$ cat config.mk
export PLATFORM = sky130hd
export DESIGN_NAME = debug_unit
export DESIGN_NICKNAME = d
export VERILOG_FILES = /design/src/debug_unit_pkg.sv /design/src/cmd_sequencer.sv /design/src/prog_loader.sv /design/src/state_dumper.sv /design/src/debug_unit.sv
export VERILOG_INCLUDE_DIRS = /design/src /design/src/src
export SDC_FILE = /design/constraint.sdc
export NUM_CORES = 1
export LEC_CHECK = 0
export ABC_CLOCK_PERIOD_IN_PS = 2500
export BUFFER_PORTS_ARGS = -buffer_cell sky130_fd_sc_hd__buf_2
export CORE_MARGIN = 2
export CORE_UTILIZATION = 43
export CTS_CLUSTER_DIAMETER = 40
export CTS_CLUSTER_SIZE = 10
export DETAILED_ROUTE_END_ITERATION = 16
export PLACE_DENSITY_LB_ADDON = 0.3
export SLEW_MARGIN = 20
export SYNTH_ARGS = -nofsm -noshare
export SYNTH_HDL_FRONTEND = slang
export SYNTH_SLANG_ARGS = --single-unit
export TNS_END_PERCENT = 30
$ cat constraint.sdc
create_clock -name i_clk -period 2.5 [get_ports i_clk]
set_clock_uncertainty 0.1 [all_clocks]
set_input_delay 0.5 -clock i_clk [delete_from_list [all_inputs] [get_ports i_clk]]
set_output_delay 0.5 -clock i_clk [all_outputs]
set_load 0.02 [all_outputs]
$ cat src/debug_unit_macros.svh
/*
 * Widths, register count and command codes of the UART debug protocol.
 * Included by the package, the RTL and the testbench.
 */
`ifndef DEBUG_UNIT_MACROS_SVH
`define DEBUG_UNIT_MACROS_SVH

// Data widths
`define DU_BYTE_W           8       // UART byte
`define DU_WORD_W           32      // Instruction, register and PC
`define DU_BYTES_PER_WORD   4       // Bytes sent per word

// Register file seen by the dump
`define DU_REG_ADDR_W       5       // Register index width
`define DU_NUM_REGS         32      // Registers dumped before the PC

// Command bytes from the host
`define DU_CMD_LOAD         8'hFE   // Size byte then program words
`define DU_CMD_STEP         8'hFC   // One cycle then dump
`define DU_CMD_RUN          8'hF0   // Run to halt, dump, reset
`define DU_CMD_RESET        8'h30   // Software reset pulse

`endif

$ cat src/debug_unit_pkg.sv
/*
 * Shared types of the UART debug unit.
 * Modules name these by scope, debug_unit_pkg::type.
 */
`default_nettype none

`include "debug_unit_macros.svh"

package debug_unit_pkg;

    // Plain vectors with a meaning
    typedef logic [`DU_BYTE_W-1:0]                  byte_t;
    typedef logic [`DU_WORD_W-1:0]                  word_t;
    typedef logic [`DU_REG_ADDR_W-1:0]              reg_addr_t;
    typedef logic [`DU_BYTE_W-1:0]                  inst_count_t;    // Size byte sets the range
    typedef logic [$clog2(`DU_BYTES_PER_WORD)-1:0]  byte_sel_t;

    // Command sequencer
    typedef enum logic [2:0]
    {
        ST_CMD,         // Waiting for a command byte
        ST_LOAD,        // Forwarding program bytes
        ST_STEP,        // Single enabled cycle
        ST_RUN,         // Enabled until halt
        ST_DUMP,        // Dumper busy
        ST_RESET        // Software reset pulse
    } seq_state_t;

    // State dumper
    typedef enum logic [1:0]
    {
        DUMP_IDLE,
        DUMP_REGS,      // Registers 0 to 31
        DUMP_PC         // Program counter last
    } dump_phase_t;

endpackage

`default_nettype wire

$ cat src/cmd_sequencer.sv
/*
 * Main control FSM of the debug unit. Pops command bytes from the receive
 * FIFO, forwards program bytes to the loader, drives pipeline enable and
 * starts the state dump. Ends a run, or a step that hit halt, with a reset.
 */
`timescale 1ns/1ps
`default_nettype none

`include "debug_unit_macros.svh"

module cmd_sequencer
(
    input  logic                    i_clk,
    input  logic                    i_reset,

    input  logic                    i_rx_empty,         // Receive FIFO empty
    input  debug_unit_pkg::byte_t   i_rx_data,          // Head of receive FIFO
    input  logic                    i_halt,             // Pipeline halted
    input  logic                    i_load_done,        // Final program byte seen
    input  logic                    i_dump_done,        // Last dump byte written

    output logic                    o_rd,               // Pop receive FIFO
    output logic                    o_load_byte_valid,  // Program byte strobe
    output debug_unit_pkg::byte_t   o_load_byte,
    output logic                    o_dump_start,       // One-cycle dump request
    output logic                    o_enable,           // Pipeline enable
    output logic                    o_reset             // Software reset pulse
);

    debug_unit_pkg::seq_state_t state;
    debug_unit_pkg::seq_state_t state_next;
    logic                       halt_seen;              // Reset after the dump
    logic                       halt_seen_next;

    // Loader samples the byte only on the strobe
    assign o_load_byte = i_rx_data;

    always_ff @(posedge i_clk)
    begin
        if (i_reset)
        begin
            state     <= debug_unit_pkg::ST_CMD;
            halt_seen <= 1'b0;
        end
        else
        begin
            state     <= state_next;
            halt_seen <= halt_seen_next;
        end
    end

    always_comb
    begin
        state_next        = state;
        halt_seen_next    = halt_seen;
        o_rd              = 1'b0;
        o_load_byte_valid = 1'b0;
        o_dump_start      = 1'b0;
        o_enable          = 1'b0;
        o_reset           = 1'b0;

        case (state)
            debug_unit_pkg::ST_CMD:
            begin
                if (!i_rx_empty)
                begin
                    o_rd = 1'b1;                        // Every command byte is consumed
                    case (i_rx_data)
                        `DU_CMD_LOAD:  state_next = debug_unit_pkg::ST_LOAD;
                        `DU_CMD_STEP:  state_next = debug_unit_pkg::ST_STEP;
                        `DU_CMD_RUN:   state_next = debug_unit_pkg::ST_RUN;
                        `DU_CMD_RESET: state_next = debug_unit_pkg::ST_RESET;
                        default:       state_next = debug_unit_pkg::ST_CMD;   // Unknown byte dropped
                    endcase
                end
            end

            debug_unit_pkg::ST_LOAD:
            begin
                // Stall here while the FIFO is empty
                o_rd              = !i_rx_empty;
                o_load_byte_valid = !i_rx_empty;
                if (i_load_done)
                    state_next = debug_unit_pkg::ST_CMD;
            end

            debug_unit_pkg::ST_STEP:
            begin
                o_enable       = 1'b1;
                o_dump_start   = 1'b1;
                halt_seen_next = i_halt;                // Step into halt ends with reset
                state_next     = debug_unit_pkg::ST_DUMP;
            end

            debug_unit_pkg::ST_RUN:
            begin
                if (i_halt)
                begin
                    o_dump_start   = 1'b1;
                    halt_seen_next = 1'b1;
                    state_next     = debug_unit_pkg::ST_DUMP;
                end
                else
                    o_enable = 1'b1;
            end

            debug_unit_pkg::ST_DUMP:
            begin
                if (i_dump_done)
                    state_next = halt_seen ? debug_unit_pkg::ST_RESET : debug_unit_pkg::ST_CMD;
            end

            debug_unit_pkg::ST_RESET:
            begin
                o_reset    = 1'b1;
                state_next = debug_unit_pkg::ST_CMD;
            end

            default:
                state_next = debug_unit_pkg::ST_CMD;
        endcase
    end

endmodule

`default_nettype wire

$ cat src/prog_loader.sv
/*
 * Builds program words from the load payload. The first byte is the
 * instruction count, then four bytes per instruction, least significant
 * first. Each finished word is written to instruction memory a cycle later.
 */
`timescale 1ns/1ps
`default_nettype none

`include "debug_unit_macros.svh"

module prog_loader
(
    input  logic                    i_clk,
    input  logic                    i_reset,

    input  logic                    i_byte_valid,   // Byte popped in ST_LOAD
    input  debug_unit_pkg::byte_t   i_byte,

    output logic                    o_load_done,    // With the final byte
    output logic                    o_write_mem,    // Instruction memory write
    output debug_unit_pkg::word_t   o_inst
);

    logic                           have_size;      // Size byte already taken
    debug_unit_pkg::inst_count_t    prog_size;
    debug_unit_pkg::inst_count_t    inst_count;     // Words completed so far
    debug_unit_pkg::byte_sel_t      byte_sel;
    debug_unit_pkg::word_t          inst_reg;
    logic                           last_byte;
    logic                           last_inst;
    logic                           write_mem;      // Word finished last cycle

    assign last_byte = (byte_sel == debug_unit_pkg::byte_sel_t'(`DU_BYTES_PER_WORD - 1));
    assign last_inst = (inst_count == prog_size - 1'b1);

    // Zero size finishes on the size byte itself
    assign o_load_done = i_byte_valid &&
                         (have_size ? (last_byte && last_inst) : (i_byte == '0));

    assign o_write_mem = write_mem;
    assign o_inst      = inst_reg;

    always_ff @(posedge i_clk)
    begin
        if (i_reset)
        begin
            have_size  <= 1'b0;
            inst_count <= '0;
            byte_sel   <= '0;
            write_mem  <= 1'b0;
        end
        else
        begin
            write_mem <= i_byte_valid && have_size && last_byte;
            if (i_byte_valid)
            begin
                if (!have_size)
                begin
                    have_size  <= (i_byte != '0);
                    inst_count <= '0;
                    byte_sel   <= '0;
                end
                else
                begin
                    byte_sel <= byte_sel + 1'b1;        // Wraps to 0 after byte 3
                    if (last_byte)
                    begin
                        inst_count <= inst_count + 1'b1;
                        if (last_inst)
                            have_size <= 1'b0;          // Next load starts with size
                    end
                end
            end
        end
    end

    // Size and instruction payload
    always_ff @(posedge i_clk)
    begin
        if (i_byte_valid)
        begin
            if (!have_size)
                prog_size <= i_byte;
            else
                inst_reg[byte_sel * `DU_BYTE_W +: `DU_BYTE_W] <= i_byte;
        end
    end

endmodule

`default_nettype wire

$ cat src/state_dumper.sv
/*
 * Sends the processor state to the transmit FIFO, registers 0 to 31 and
 * then the PC, each word least significant byte first. Holds its place
 * while the FIFO is full. o_done marks the last byte written.
 */
`timescale 1ns/1ps
`default_nettype none

`include "debug_unit_macros.svh"

module state_dumper
(
    input  logic                        i_clk,
    input  logic                        i_reset,

    input  logic                        i_start,        // Dump request pulse
    input  logic                        i_tx_full,      // Transmit FIFO full
    input  debug_unit_pkg::word_t       i_reg_read,     // Register at o_addr
    input  debug_unit_pkg::word_t       i_pc,

    output logic                        o_wr,           // Push transmit FIFO
    output debug_unit_pkg::byte_t       o_tx_data,
    output debug_unit_pkg::reg_addr_t   o_addr,         // Register file read address
    output logic                        o_done          // Cycle of the last push
);

    debug_unit_pkg::dump_phase_t    phase;
    debug_unit_pkg::reg_addr_t      addr;
    debug_unit_pkg::byte_sel_t      byte_sel;
    debug_unit_pkg::word_t          cur_word;
    logic                           last_byte;
    logic                           last_reg;

    assign cur_word  = (phase == debug_unit_pkg::DUMP_PC) ? i_pc : i_reg_read;
    assign last_byte = (byte_sel == debug_unit_pkg::byte_sel_t'(`DU_BYTES_PER_WORD - 1));
    assign last_reg  = (addr == debug_unit_pkg::reg_addr_t'(`DU_NUM_REGS - 1));

    assign o_wr      = (phase != debug_unit_pkg::DUMP_IDLE) && !i_tx_full;
    assign o_tx_data = cur_word[byte_sel * `DU_BYTE_W +: `DU_BYTE_W];
    assign o_addr    = addr;
    assign o_done    = o_wr && last_byte && (phase == debug_unit_pkg::DUMP_PC);

    always_ff @(posedge i_clk)
    begin
        if (i_reset)
        begin
            phase    <= debug_unit_pkg::DUMP_IDLE;
            addr     <= '0;
            byte_sel <= '0;
        end
        else
        begin
            // Advance only on an accepted byte
            if (o_wr)
                byte_sel <= byte_sel + 1'b1;

            case (phase)
                debug_unit_pkg::DUMP_IDLE:
                begin
                    if (i_start)
                        phase <= debug_unit_pkg::DUMP_REGS;
                end

                debug_unit_pkg::DUMP_REGS:
                begin
                    if (o_wr && last_byte)
                    begin
                        if (last_reg)
                            phase <= debug_unit_pkg::DUMP_PC;   // addr parks on 31
                        else
                            addr <= addr + 1'b1;
                    end
                end

                debug_unit_pkg::DUMP_PC:
                begin
                    if (o_done)
                    begin
                        phase <= debug_unit_pkg::DUMP_IDLE;
                        addr  <= '0;                            // Ready for the next dump
                    end
                end

                default:
                    phase <= debug_unit_pkg::DUMP_IDLE;
            endcase
        end
    end

endmodule

`default_nettype wire

$ cat src/debug_unit.sv
/*
 * UART debug unit top. Sits between the UART FIFOs and the pipeline,
 * loading programs, stepping or running the core and dumping its state.
 */
`timescale 1ns/1ps
`default_nettype none

module debug_unit
(
    input  logic                        i_clk,
    input  logic                        i_reset,

    input  logic                        i_rx_empty,     // UART receive FIFO
    input  debug_unit_pkg::byte_t       i_rx_data,
    input  logic                        i_tx_full,      // UART transmit FIFO
    input  logic                        i_halt,         // Pipeline status
    input  debug_unit_pkg::word_t       i_reg_read,
    input  debug_unit_pkg::word_t       i_pc,

    output logic                        o_rd,
    output logic                        o_wr,
    output debug_unit_pkg::byte_t       o_tx_data,
    output logic                        o_write_mem,    // Instruction memory
    output debug_unit_pkg::word_t       o_inst,
    output logic                        o_enable,       // Pipeline control
    output logic                        o_reset,
    output debug_unit_pkg::reg_addr_t   o_addr
);

    logic                   load_byte_valid;
    debug_unit_pkg::byte_t  load_byte;
    logic                   load_done;
    logic                   dump_start;
    logic                   dump_done;

    cmd_sequencer cmd_sequencer_inst
    (
        .i_clk              (i_clk),
        .i_reset            (i_reset),
        .i_rx_empty         (i_rx_empty),
        .i_rx_data          (i_rx_data),
        .i_halt             (i_halt),
        .i_load_done        (load_done),
        .i_dump_done        (dump_done),
        .o_rd               (o_rd),
        .o_load_byte_valid  (load_byte_valid),
        .o_load_byte        (load_byte),
        .o_dump_start       (dump_start),
        .o_enable           (o_enable),
        .o_reset            (o_reset)
    );

    prog_loader prog_loader_inst
    (
        .i_clk              (i_clk),
        .i_reset            (i_reset),
        .i_byte_valid       (load_byte_valid),
        .i_byte             (load_byte),
        .o_load_done        (load_done),
        .o_write_mem        (o_write_mem),
        .o_inst             (o_inst)
    );

    state_dumper state_dumper_inst
    (
        .i_clk              (i_clk),
        .i_reset            (i_reset),
        .i_start            (dump_start),
        .i_tx_full          (i_tx_full),
        .i_reg_read         (i_reg_read),
        .i_pc               (i_pc),
        .o_wr               (o_wr),
        .o_tx_data          (o_tx_data),
        .o_addr             (o_addr),
        .o_done             (dump_done)
    );

endmodule

`default_nettype wire

Word level (Yosys, flattened, before mapping)
Index checks and enable logic that the tools add are counted.
{"block": "word_totals", "ramBits": 0, "in_bits": 77, "reg_bits": 65, "latchBits": 0, "romBits": 0, "wordCells": 104, "out_inout_bits": 50, "memories": 0}
{"block": "classes", "n_mul": 0, "mux": 35, "eq_ne": 25, "n_lt_le_gt_ge": 0, "addsub": 6, "div": 0, "reduce_logical": 23, "n_shift": 3, "bitwise": 1}
{"op": "$neg 5->34", "n": 1}
{"op": "$shift 8x34->32 const A", "n": 1}
{"op": "$shiftx 8x34->32", "n": 1}
{"op": "$bwmux 32", "n": 1}
{"op": "$mux 32", "n": 1}
{"op": "$shiftx 32x6->8", "n": 1}
{"op": "$eq 8x8->1 const B", "n": 3}
{"op": "$mux 8", "n": 2}
{"op": "$mux 3", "n": 5}
{"op": "$mux 5", "n": 3}
{"op": "$pmux 3 s5", "n": 1}
{"op": "$ne 2x2->1 const B", "n": 6}
{"op": "$pmux 3 s4", "n": 1}
{"op": "$reduce_and 4->1", "n": 3}
{"op": "$mux 1", "n": 10}
{"op": "$mux 2", "n": 5}
{"op": "$pmux 5 s2", "n": 1}
{"op": "$add 8x1->8 const B", "n": 1}
{"op": "$eq 8x6->1 const B", "n": 1}
{"op": "$eq 8x8->1", "n": 1}
{"op": "$logic_not 8->1", "n": 1}
{"op": "$ne 2x1->1 const B", "n": 4}
{"op": "$pmux 1 s2", "n": 4}
{"op": "$reduce_and 2->1", "n": 4}
{"op": "other kinds (17)", "n": 31}

Logic depth before layout (Yosys ltp)
Gate-level depths: netlist of run 1.
{"block": "depth", "ltp_word": 7, "ltp_mapped": 8, "ltp_nobuf": 8}

Modules after synthesis
A second synthesis of run 1 with hierarchy kept.
{"block": "unflattened", "hier_cells": 340, "hier_area_um2": 3808.7}
{"module": "prog_loader", "instances": 1, "seq_area_each_um2": 1441.4, "cells_each": 196, "area_per_inst_um2": 2367.3}
{"module": "state_dumper", "instances": 1, "seq_area_each_um2": 180.2, "cells_each": 79, "area_per_inst_um2": 977.2}
{"module": "cmd_sequencer", "instances": 1, "seq_area_each_um2": 80.1, "cells_each": 65, "area_per_inst_um2": 464.2}

Least setup slack after synthesis of run 1
Ideal clock, no wire load.
{"block": "synth_path", "path_kind": "reg2out", "startpoint": "register state_dumper_inst.phase[1]", "endpoint": "output o_tx_data[0]", "stages_incl_launch_ff": 6, "path_buffers": 2, "t_arrival_ns": 1.821, "required_time_ns": 1.900, "path_slack_ns": 0.079, "path_cell_list": "dfxtp_1 -> nor2b_1 -> buf_2 -> buf_4 -> mux4_2 -> mux2_2"}
{"block": "synth_via", "elab_chain_len": 3}
{"element": "start, declared", "line_no": "state_dumper.sv:27", "text": "debug_unit_pkg::dump_phase_t phase;"}
{"element": "start signal, assigned", "line_no": "state_dumper.sv:47", "text": "phase <= debug_unit_pkg::DUMP_IDLE;"}
{"element": "start signal, assigned", "line_no": "state_dumper.sv:61", "text": "phase <= debug_unit_pkg::DUMP_REGS;"}
{"element": "start signal, assigned", "line_no": "state_dumper.sv:69", "text": "phase <= debug_unit_pkg::DUMP_PC;"}
{"element": "$eq 2x2->1", "line_no": "state_dumper.sv:34", "text": "assign cur_word = (phase == debug_unit_pkg::DUMP_PC) ? i_pc : i_reg_read;"}
{"element": "$mux 32", "line_no": "state_dumper.sv:34"}
{"element": "$shiftx 32x6->8", "line_no": "state_dumper.sv:39", "text": "assign o_tx_data = cur_word[byte_sel * `DU_BYTE_W +: `DU_BYTE_W];"}
{"element": "end, declared", "line_no": "debug_unit.sv:22", "text": "output debug_unit_pkg::byte_t o_tx_data,"}
Every way passes these cells.

Worst setup path in the final report of run 1
{"block": "layout_path", "startpoint": "register state_dumper_inst.phase[1]", "endpoint": "output o_tx_data[5]"}
The elaborated chain is that of the path after synthesis.

==> reports/results.ini, run 1 <==
[floorplan]
chipWidth_um = 95.2
start_util_pct = 44.0
io_pins = 127
core_area_sq_um = 8130
rows = 33
dieArea_sq_um = 9070
die_h_um = 95.2

[setup_path]
end_kind = output pin
cpMostUsedCell = buf_12
worstPathRequired_ps = 1900
critical_path_class = reg2out
reg2reg_depth = 8
r2r_end = cmd_sequencer_inst.state[0]
max_stage_delay_ps = 490
critPathSlowestCell = mux4_2
critPathLaunchType = flop
reg2reg_from = prog_loader_inst.prog_size[0]
worst_ep_arrival_time_ps = 2040
r2r_slack_ps = 340
crit_path_max_fanout = 5
crit_chain = nor2b_4 -> buf_12 -> buf_12 -> mux4_2 -> mux2_2 -> buf_6

[power]
switchingPower_uw = 738
p_leak_nw = 1.86
power_density_nw_per_um2 = 588
ir_drop_v = 0.000345
p_clk_share_pct = 38.2
power_mw = 2.83
intPower_mw = 2.09
swShare_pct = 26.1
combPwrFrac_pct = 17.8
pwr-share-seq_pct = 44.1

[synth]
synth_warnings = 0
synth-seq-cells = 65
synth_top_area_share_pct = 33.6
synthArstFlopShare_pct = 0
seq_area_frac_synth_pct = 47.6
synth_area_sq_um = 3580
avgSynthCellArea_sq_um = 11.2
synth_edf_count = 40
synthTopCellsByCount = edfxtp_1, and2_1, nor2_1
synth_most_common_cell = edfxtp_1
yosysTopAreaCell = edfxtp_1
synth_ff_type = edfxtp_1
syn_inst = 319
synth_cell_types = 48
synthTopCellsByArea = edfxtp_1, dfxtp_1, mux4_2, and2_1, ha_1
syn_nets = 407

[routing]
wl_per_cell_um = 15.5
wirelength_um = 8890
drcViolationCount = 0
first_iter_violations = 154
vias_per_cell = 5.18
postRouteAntennaNets = 0
dr.pass1.iters = 4
vias = 2971

[timing]
hold_ws_ps = 325
setup_viol = 8
rsz0062_at_grt = yes
setup_slack_ps = -136
setup_tns_ps = -940
relSlewSlack_pct = 51.9
fmax_mhz = 379
hold_viol = 0
worst_pin_slew_ps = 719
min_period_ps = 2640
fin_crit_sh_pct = 105
maxSlewViolCount = 0

[placement]
placedCellCount = 552
placed_cell_area_sq_um = 4400
place.port_buffers = 126
post-dp-hpwl_um = 6400
gp_routability_congestion = 0.786

[clocking]
numClockSinks = 65
cts_tree = built
clk_pin_slew_ps = 70
cts_hold_buf = 0
cts-htree-levels = 3
clk_path_buf_depth = 2
cts_buffers = 9
clock_latency_ps = 350
cts_root_buf = clkbuf_8

[cells_and_area]
fillerInstances = 683
diodes = 0
drive_above_1_share_pct = 41.0
final_cells = 573
nNetsFinal = 551
syn_to_final_growth_pct = 34.5
final_cell_area_sq_um = 4810

[grt]
grt_pass1_vias = 2677
grtUsageTotal_pct = 18.5
antenna_found_initial = 0
grt_max_degree = 24
grt_pass1_wl_um = 12700
overflow = 0

[flow_run]
cap_violations = 0

[min_path]
hp-class = in2reg
min_from = i_halt
worstHoldEndpoint = cmd_sequencer_inst.halt_seen
min_path_cells = 3

[run_status]
status = complete, but fails checks
violations = negative setup slack

-- registers in the layout (all words and copies together), names as in the netlist --
| signal | cells |
|---|---|
| state_dumper_inst.o_addr | 5 |
| prog_loader_inst.inst_count | 8 |
| prog_loader_inst.byte_sel | 2 |
| prog_loader_inst.prog_size | 8 |
| cmd_sequencer_inst.halt_seen | 1 |
| prog_loader_inst.o_write_mem | 1 |
| state_dumper_inst.phase | 2 |
| prog_loader_inst.have_size | 1 |
| cmd_sequencer_inst.state | 3 |
| prog_loader_inst.o_inst | 32 |
| state_dumper_inst.byte_sel | 2 |
-- power by group through the flow --
| stage | Sequential, mW | Combinational, mW | Clock [mW] |
|---|---|---|---|
| floorplan | 1.25 | 0.322 | 0 |
| global placement | 1.26 | 0.462 | 0 |
| detailed placement | 1.27 | 0.475 | 0 |
| CTS | 1.24 | 0.479 | 1.10 |
| global route | 1.25 | 0.550 | 1.14 |
| finish | 1.25 | 0.502 | 1.08 |
-- worst max-delay path: cells and delay by family, from the launching register on --
| family | cells | cell delay, ps |
|---|---|---|
| AND/OR/NAND/NOR | 1 | 180 |
| buffers and inverters | 3 | 400 |
| flip-flops | 1 | 330 |
| multiplexers | 2 | 780 |
-- what timing repair did --
item                                    CTS  global route
gates cloned                              2             1
resized for setup                         5            18
buffers inserted                          2             0
endpoints found under the setup margin    8             8
-- cell type report --
| class | count | area (sq um) | share of cell area (%) |
|---|---|---|---|
| sequential | 65 | 1700 | 35.4 |
| multi-input combinational | 236 | 1810 | 37.6 |
| clock inverter | 7 | 118 | 2.44 |
| tap | 105 | 131 | 2.73 |
| timing repair buffer | 144 | 902 | 18.7 |
| clock buffer | 9 | 124 | 2.57 |
| inverter | 7 | 26.3 | 0.546 |
-- cells by family after synthesis --
kind of cell	after synthesis	synth area share, %
AOI/OAI and AO/OA	41	7.03
xor gates and xnor gates	15	3.67
adders and majority gates	11	3.85
buffers and inverters	18	2.34
DFF	65	47.6
muxes	24	12.6
and+or+nand+nor	145	23.0
-- worst max-delay path by stage --
stage / from / endpoint / slack [ps]
final: state_dumper_inst.phase[1] / o_tx_data[5] / -140
after global routing: state_dumper_inst.phase[1] / o_tx_data[5] / -190
after CTS: state_dumper_inst.phase[1] / o_tx_data[1] / -120
after detailed placement: state_dumper_inst.phase[1] / o_tx_data[3] / 260
after global placement: state_dumper_inst.phase[1] / o_tx_data[4] / 300
after floorplan: state_dumper_inst.phase[1] / o_tx_data[0] / 80
-- per-layer routing --
layer	GRT usage (%)	share of wire, %
met3	5.38	5.4
met4	4.47	1.0
met1	23.5	41
met5	0	0
met2	30.9	52
-- through the flow --
stage | setup slack (ps) | utilization (%)
after floorplan | 78.5 | -
after global placement | 303 | 54.0
after detailed placement | 260 | 54.0
after CTS | -118 | 58.1
after global routing | -188 | 59.2
final | -136 | 59.2
-- layout by cell type, fill, tap and decap left out, types with 3 or more instances in the layout --
cell type,synthesis,final
mux2_2,8,6
buf_4,2,12
nand4_1,5,5
nor3b_1,4,4
nand3_1,6,6
nand2b_1,4,4
nor3_1,12,12
and3_1,8,8
edfxtp_1,40,40
clkbuf_8,0,9
nand3b_1,5,5
nor2b_1,5,4
buf_2,1,118
dfxtp_1,25,24
xnor2_1,6,6
and2_1,34,34
inv_1,7,7
xor2_1,9,9
a21oi_1,20,20
nand2_1,23,23
o21ai_0,7,7
bufinv_16,0,3
ha_1,11,11
buf_6,1,9
nor2_1,26,26
mux4_2,16,16
(Power assumes the default switching activity.)
==> inputs of run 2 (changes only) <==
Settings changed: CORE_UTILIZATION 43 to 50, GPL_TIMING_DRIVEN set to 0, RECOVER_POWER set to 50.
==> reports/results.ini, run 2 (synthesis results as in run 1) <==
[floorplan]
start_util_pct = 52.1
dieArea_sq_um = 7850
core_area_sq_um = 6870
die_h_um = 88.6
io_pins = 127
chipWidth_um = 88.6
rows = 30

[setup_path]
critPathLaunchType = flop
worstPathRequired_ps = 1900
critPathSlowestCell = mux4_2
critical_path_class = reg2out
max_stage_delay_ps = 500
end_kind = output pin
crit_chain = nor2b_4 -> buf_6 -> buf_12 -> mux4_2 -> mux2_2 -> buf_2
crit_path_max_fanout = 9
worst_ep_arrival_time_ps = 2010

[cells_and_area]
final_cells = 561
final_cell_area_sq_um = 4580
most-common-layout-cells = buf_2, clkbuf_1, edfxtp_1
diodes = 0
syn_to_final_growth_pct = 28.0
nNetsFinal = 548
largest_reg_flops = 32
final_common_cell = buf_2
drive_above_1_share_pct = 29.7

[power]
pwr-share-seq_pct = 44.9
p_leak_nw = 1.68
ir_drop_v = 0.000412
combPwrFrac_pct = 18.2
intPower_mw = 1.97
switchingPower_uw = 760
power_density_nw_per_um2 = 597
swShare_pct = 27.8
p_clk_share_pct = 36.9

[clocking]
cts_hold_buf = 0
clk_path_buf_depth = 2
clk_pin_slew_ps = 70
cts_root_buf = clkbuf_8
cts-htree-levels = 3
numClockSinks = 65
cts_buffers = 9
clock_latency_ps = 340
cts_tree = built

[timing]
fin_crit_sh_pct = 104
hold_viol = 0
hold_ws_ps = 332
setup_slack_ps = -111
fmax_mhz = 383
relSlewSlack_pct = 48.7
worst_pin_slew_ps = 768
min_period_ps = 2610
setup_viol = 8
maxSlewViolCount = 0
rsz0062_at_grt = yes

[run_status]
violations = negative setup slack
status = complete, but fails checks

[grt]
grt_pass1_wl_um = 13600
antenna_found_initial = 0
overflow = 0
grt_max_degree = 14
grt_pass1_vias = 2973
grtUsageTotal_pct = 23.0

[routing]
dr.pass1.iters = 4
wirelength_um = 9030
vias_per_cell = 5.48
wl_per_cell_um = 16.1
first_iter_violations = 131
vias = 3075
drcViolationCount = 0
postRouteAntennaNets = 0

[placement]
placedCellCount = 541
placed_cell_area_sq_um = 4330
place.port_buffers = 126
gp_routability_congestion = 0.841
dp_slack_ps = -216
post-dp-hpwl_um = 6770

[min_path]
hp-class = in2reg

[flow_run]
cap_violations = 0

[run 2: changes by cell type in the layout (fill, tap and decap cells not counted), moves of 2 or more]
cell      delta
buf_2       -41
dfxtp_4      +2
buf_4        -9
buf_6        -5
buf_16       -2
clkbuf_1    +52
[run 2: layout make-up]
class,instances,area (sq um)
plain buffers,11,81.3
clock buffers,9,124
clock inverters,7,101
fillers,573,2290
inverters,7,26.3
multi-input cells,236,1800
flip-flops and latches,65,1710
well taps,96,120
repair buffers,130,623
[run 2: power by group through the flow]
stage          clock network (mW)  logic (mW)  registers [mW]
4_1_cts                      1.02       0.503            1.23
5_1_grt                      1.06       0.545            1.23
3_3_place_gp                    0       0.469            1.25
6_report                     1.01       0.497            1.23
3_5_place_dp                    0       0.486            1.26
2_1_floorplan                   0       0.322            1.25
[run 2: repair_timing]
action	in CTS	in global routing
cloned	0	0
endpoints found under the setup margin	8	8
resized for setup	15	4
buffers inserted	4	0
hold endpoints to repair	0	0
[run 2: through the flow]
step           TNS (ps)  utilization (%)  total power [mW]
3_5_place_dp      -1580             63.0              1.74
3_3_place_gp      -1360             63.0              1.72
6_report           -677             66.7              2.73
5_1_grt           -1380             66.7              2.84
2_1_floorplan         0                -              1.57
4_1_cts            -888             67.5              2.75
[run 2: per-layer routing]
layer | track usage, % | vias up | part of all wire, %
li1 | - | 1466 | -
met1 | 27.0 | 1474 | 39
met2 | 40.9 | 118 | 52
met3 | 5.41 | 17 | 6.7
met4 | 8.82 | 0 | 1.7
met5 | 0 | - | 0
[run 2: critical path, delay by kind of cell, from the launching register on]
family / cells / cell delay, ps
buffers and inverters: 3 / 410
DFF: 1 / 340
and+or+nand+nor: 1 / 130
muxes: 2 / 780
[run 2: path summary, 6_finish.rpt]
kind | from | end | slack, ps | cells past startpoint
max reg2reg | cmd_sequencer_inst.state[2] | cmd_sequencer_inst.state[0] | 150 | 8
min reg2reg | cmd_sequencer_inst.halt_seen | cmd_sequencer_inst.halt_seen | 390 | 2
min | i_halt | cmd_sequencer_inst.halt_seen | 330 | 3
max | state_dumper_inst.phase[1] | o_tx_data[6] | -110 | 6
==> inputs of run 3 (changes only) <==
Settings changed: SKIP_LAST_GASP set to 1.
==> reports/results.ini, run 3 (synthesis results as in run 1) <==
[power]
p_clk_share_pct = 36.9
pwr-share-seq_pct = 45.0
intPower_mw = 1.97
power_mw = 2.73
power_density_nw_per_um2 = 597
p_leak_nw = 1.68
combPwrFrac_pct = 18.0
switchingPower_uw = 758
ir_drop_v = 0.000412
swShare_pct = 27.8

[setup_path]
max_stage_delay_ps = 500
end_kind = output pin
crit_path_max_fanout = 9
worst_ep_arrival_time_ps = 2000
critical_path_class = reg2out
crit_chain = nor2b_4 -> buf_6 -> buf_12 -> mux4_2 -> mux2_2 -> buf_2
worstPathRequired_ps = 1900
critPathSlowestCell = mux4_2
critPathLaunchType = flop
critPathBufInv = 3
crit_family = multiplexers

[placement]
gp_routability_congestion = 0.841
placed_cell_area_sq_um = 4330
post-dp-hpwl_um = 6770
place.port_buffers = 126

[grt]
overflow = 0
antenna_found_initial = 0
grt_pass1_wl_um = 13600
grt_max_degree = 14
grt_pass1_vias = 2973
grtUsageTotal_pct = 23.0

[cells_and_area]
largest_reg_flops = 32
diodes = 0
most-common-layout-cells = buf_2, clkbuf_1, edfxtp_1
nNetsFinal = 548
final_common_cell = buf_2
syn_to_final_growth_pct = 27.7
drive_above_1_share_pct = 29.7
final_cell_area_sq_um = 4570
fillerInstances = 576

[run_status]
violations = negative setup slack
status = complete, but fails checks

[clocking]
numClockSinks = 65
cts_hold_buf = 0
cts-htree-levels = 3
clk_path_buf_depth = 2
cts_buffers = 9
clk_pin_slew_ps = 70
clock_latency_ps = 340
cts_tree = built
cts_root_buf = clkbuf_8

[floorplan]
dieArea_sq_um = 7850
io_pins = 127
chipWidth_um = 88.6
die_h_um = 88.6
core_area_sq_um = 6870
rows = 30
start_util_pct = 52.1

[timing]
maxSlewViolCount = 0
hold_viol = 0
setup_viol = 8
worst_pin_slew_ps = 768
hold_ws_ps = 331
rsz0062_at_grt = yes
fmax_mhz = 385
fin_crit_sh_pct = 104
relSlewSlack_pct = 48.7
setup_slack_ps = -96.7
min_period_ps = 2600

[routing]
first_iter_violations = 150
drcViolationCount = 0
dr.pass1.iters = 4
vias_per_cell = 5.46
wirelength_um = 8970
postRouteAntennaNets = 0
vias = 3062
wl_per_cell_um = 16.0

[flow_run]
cap_violations = 0

[min_path]
hp-class = in2reg

run 3: final cells by class:
type | instances | area, sq um | area share, %
clock inverter | 7 | 101 | 2.22
inverter | 7 | 26.3 | 0.575
clock buffer | 9 | 124 | 2.71
timing repair buffer | 130 | 617 | 13.5
buffer | 11 | 81.3 | 1.78
tap | 96 | 120 | 2.63
multi-input combinational | 236 | 1790 | 39.2
sequential | 65 | 1710 | 37.4
run 3: layer usage:
| layer | GRT usage (%) | vias up | part of all wire (%) |
|---|---|---|---|
| met5 | 0 | - | 0 |
| met2 | 40.9 | 113 | 52 |
| li1 | - | 1464 | - |
| met1 | 27.0 | 1468 | 40 |
| met4 | 8.82 | 0 | 1.8 |
| met3 | 5.41 | 17 | 6.4 |
run 3: what timing repair did:
action,in CTS,in global routing
gates resized for setup,15,1
setup buffers,4,0
cloned,0,0
setup endpoints to repair,8,8
pin swaps,0,0
run 3: metrics by stage:
| step | setup WS (ps) | utilization (%) | setup TNS [ps] | std cells |
|---|---|---|---|---|
| 2_1_floorplan | 78.5 | - | 0 | 319 |
| 3_3_place_gp | -187 | 63.0 | -1360 | 541 |
| 3_5_place_dp | -216 | 63.0 | -1580 | 541 |
| 4_1_cts | -124 | 67.5 | -888 | 561 |
| 5_1_grt | -183 | 66.5 | -1370 | 561 |
| 6_report | -96.7 | 66.5 | -666 | 561 |
run 3: worst paths after layout:
| kind | startpoint | endpoint | slack, ps | cells after the start |
|---|---|---|---|---|
| setup / recovery | state_dumper_inst.phase[1] | o_tx_data[1] | -100 | 6 |
| setup reg to reg | cmd_sequencer_inst.state[2] | cmd_sequencer_inst.state[0] | 150 | 8 |
| hold reg to reg | cmd_sequencer_inst.halt_seen | cmd_sequencer_inst.halt_seen | 390 | 2 |
| hold / removal | i_halt | cmd_sequencer_inst.halt_seen | 330 | 3 |
run 3: worst min-delay path: stages:
cell and delay (ps):
buf_2 110, nand2_1 50, a21oi_1 50
run 3: power groups by stage:
stage	logic [mW]	clock network, mW	registers [mW]
2_1_floorplan	0.322	0	1.25
3_3_place_gp	0.469	0	1.25
3_5_place_dp	0.486	0	1.26
4_1_cts	0.503	1.02	1.23
5_1_grt	0.540	1.06	1.23
6_report	0.492	1.01	1.23
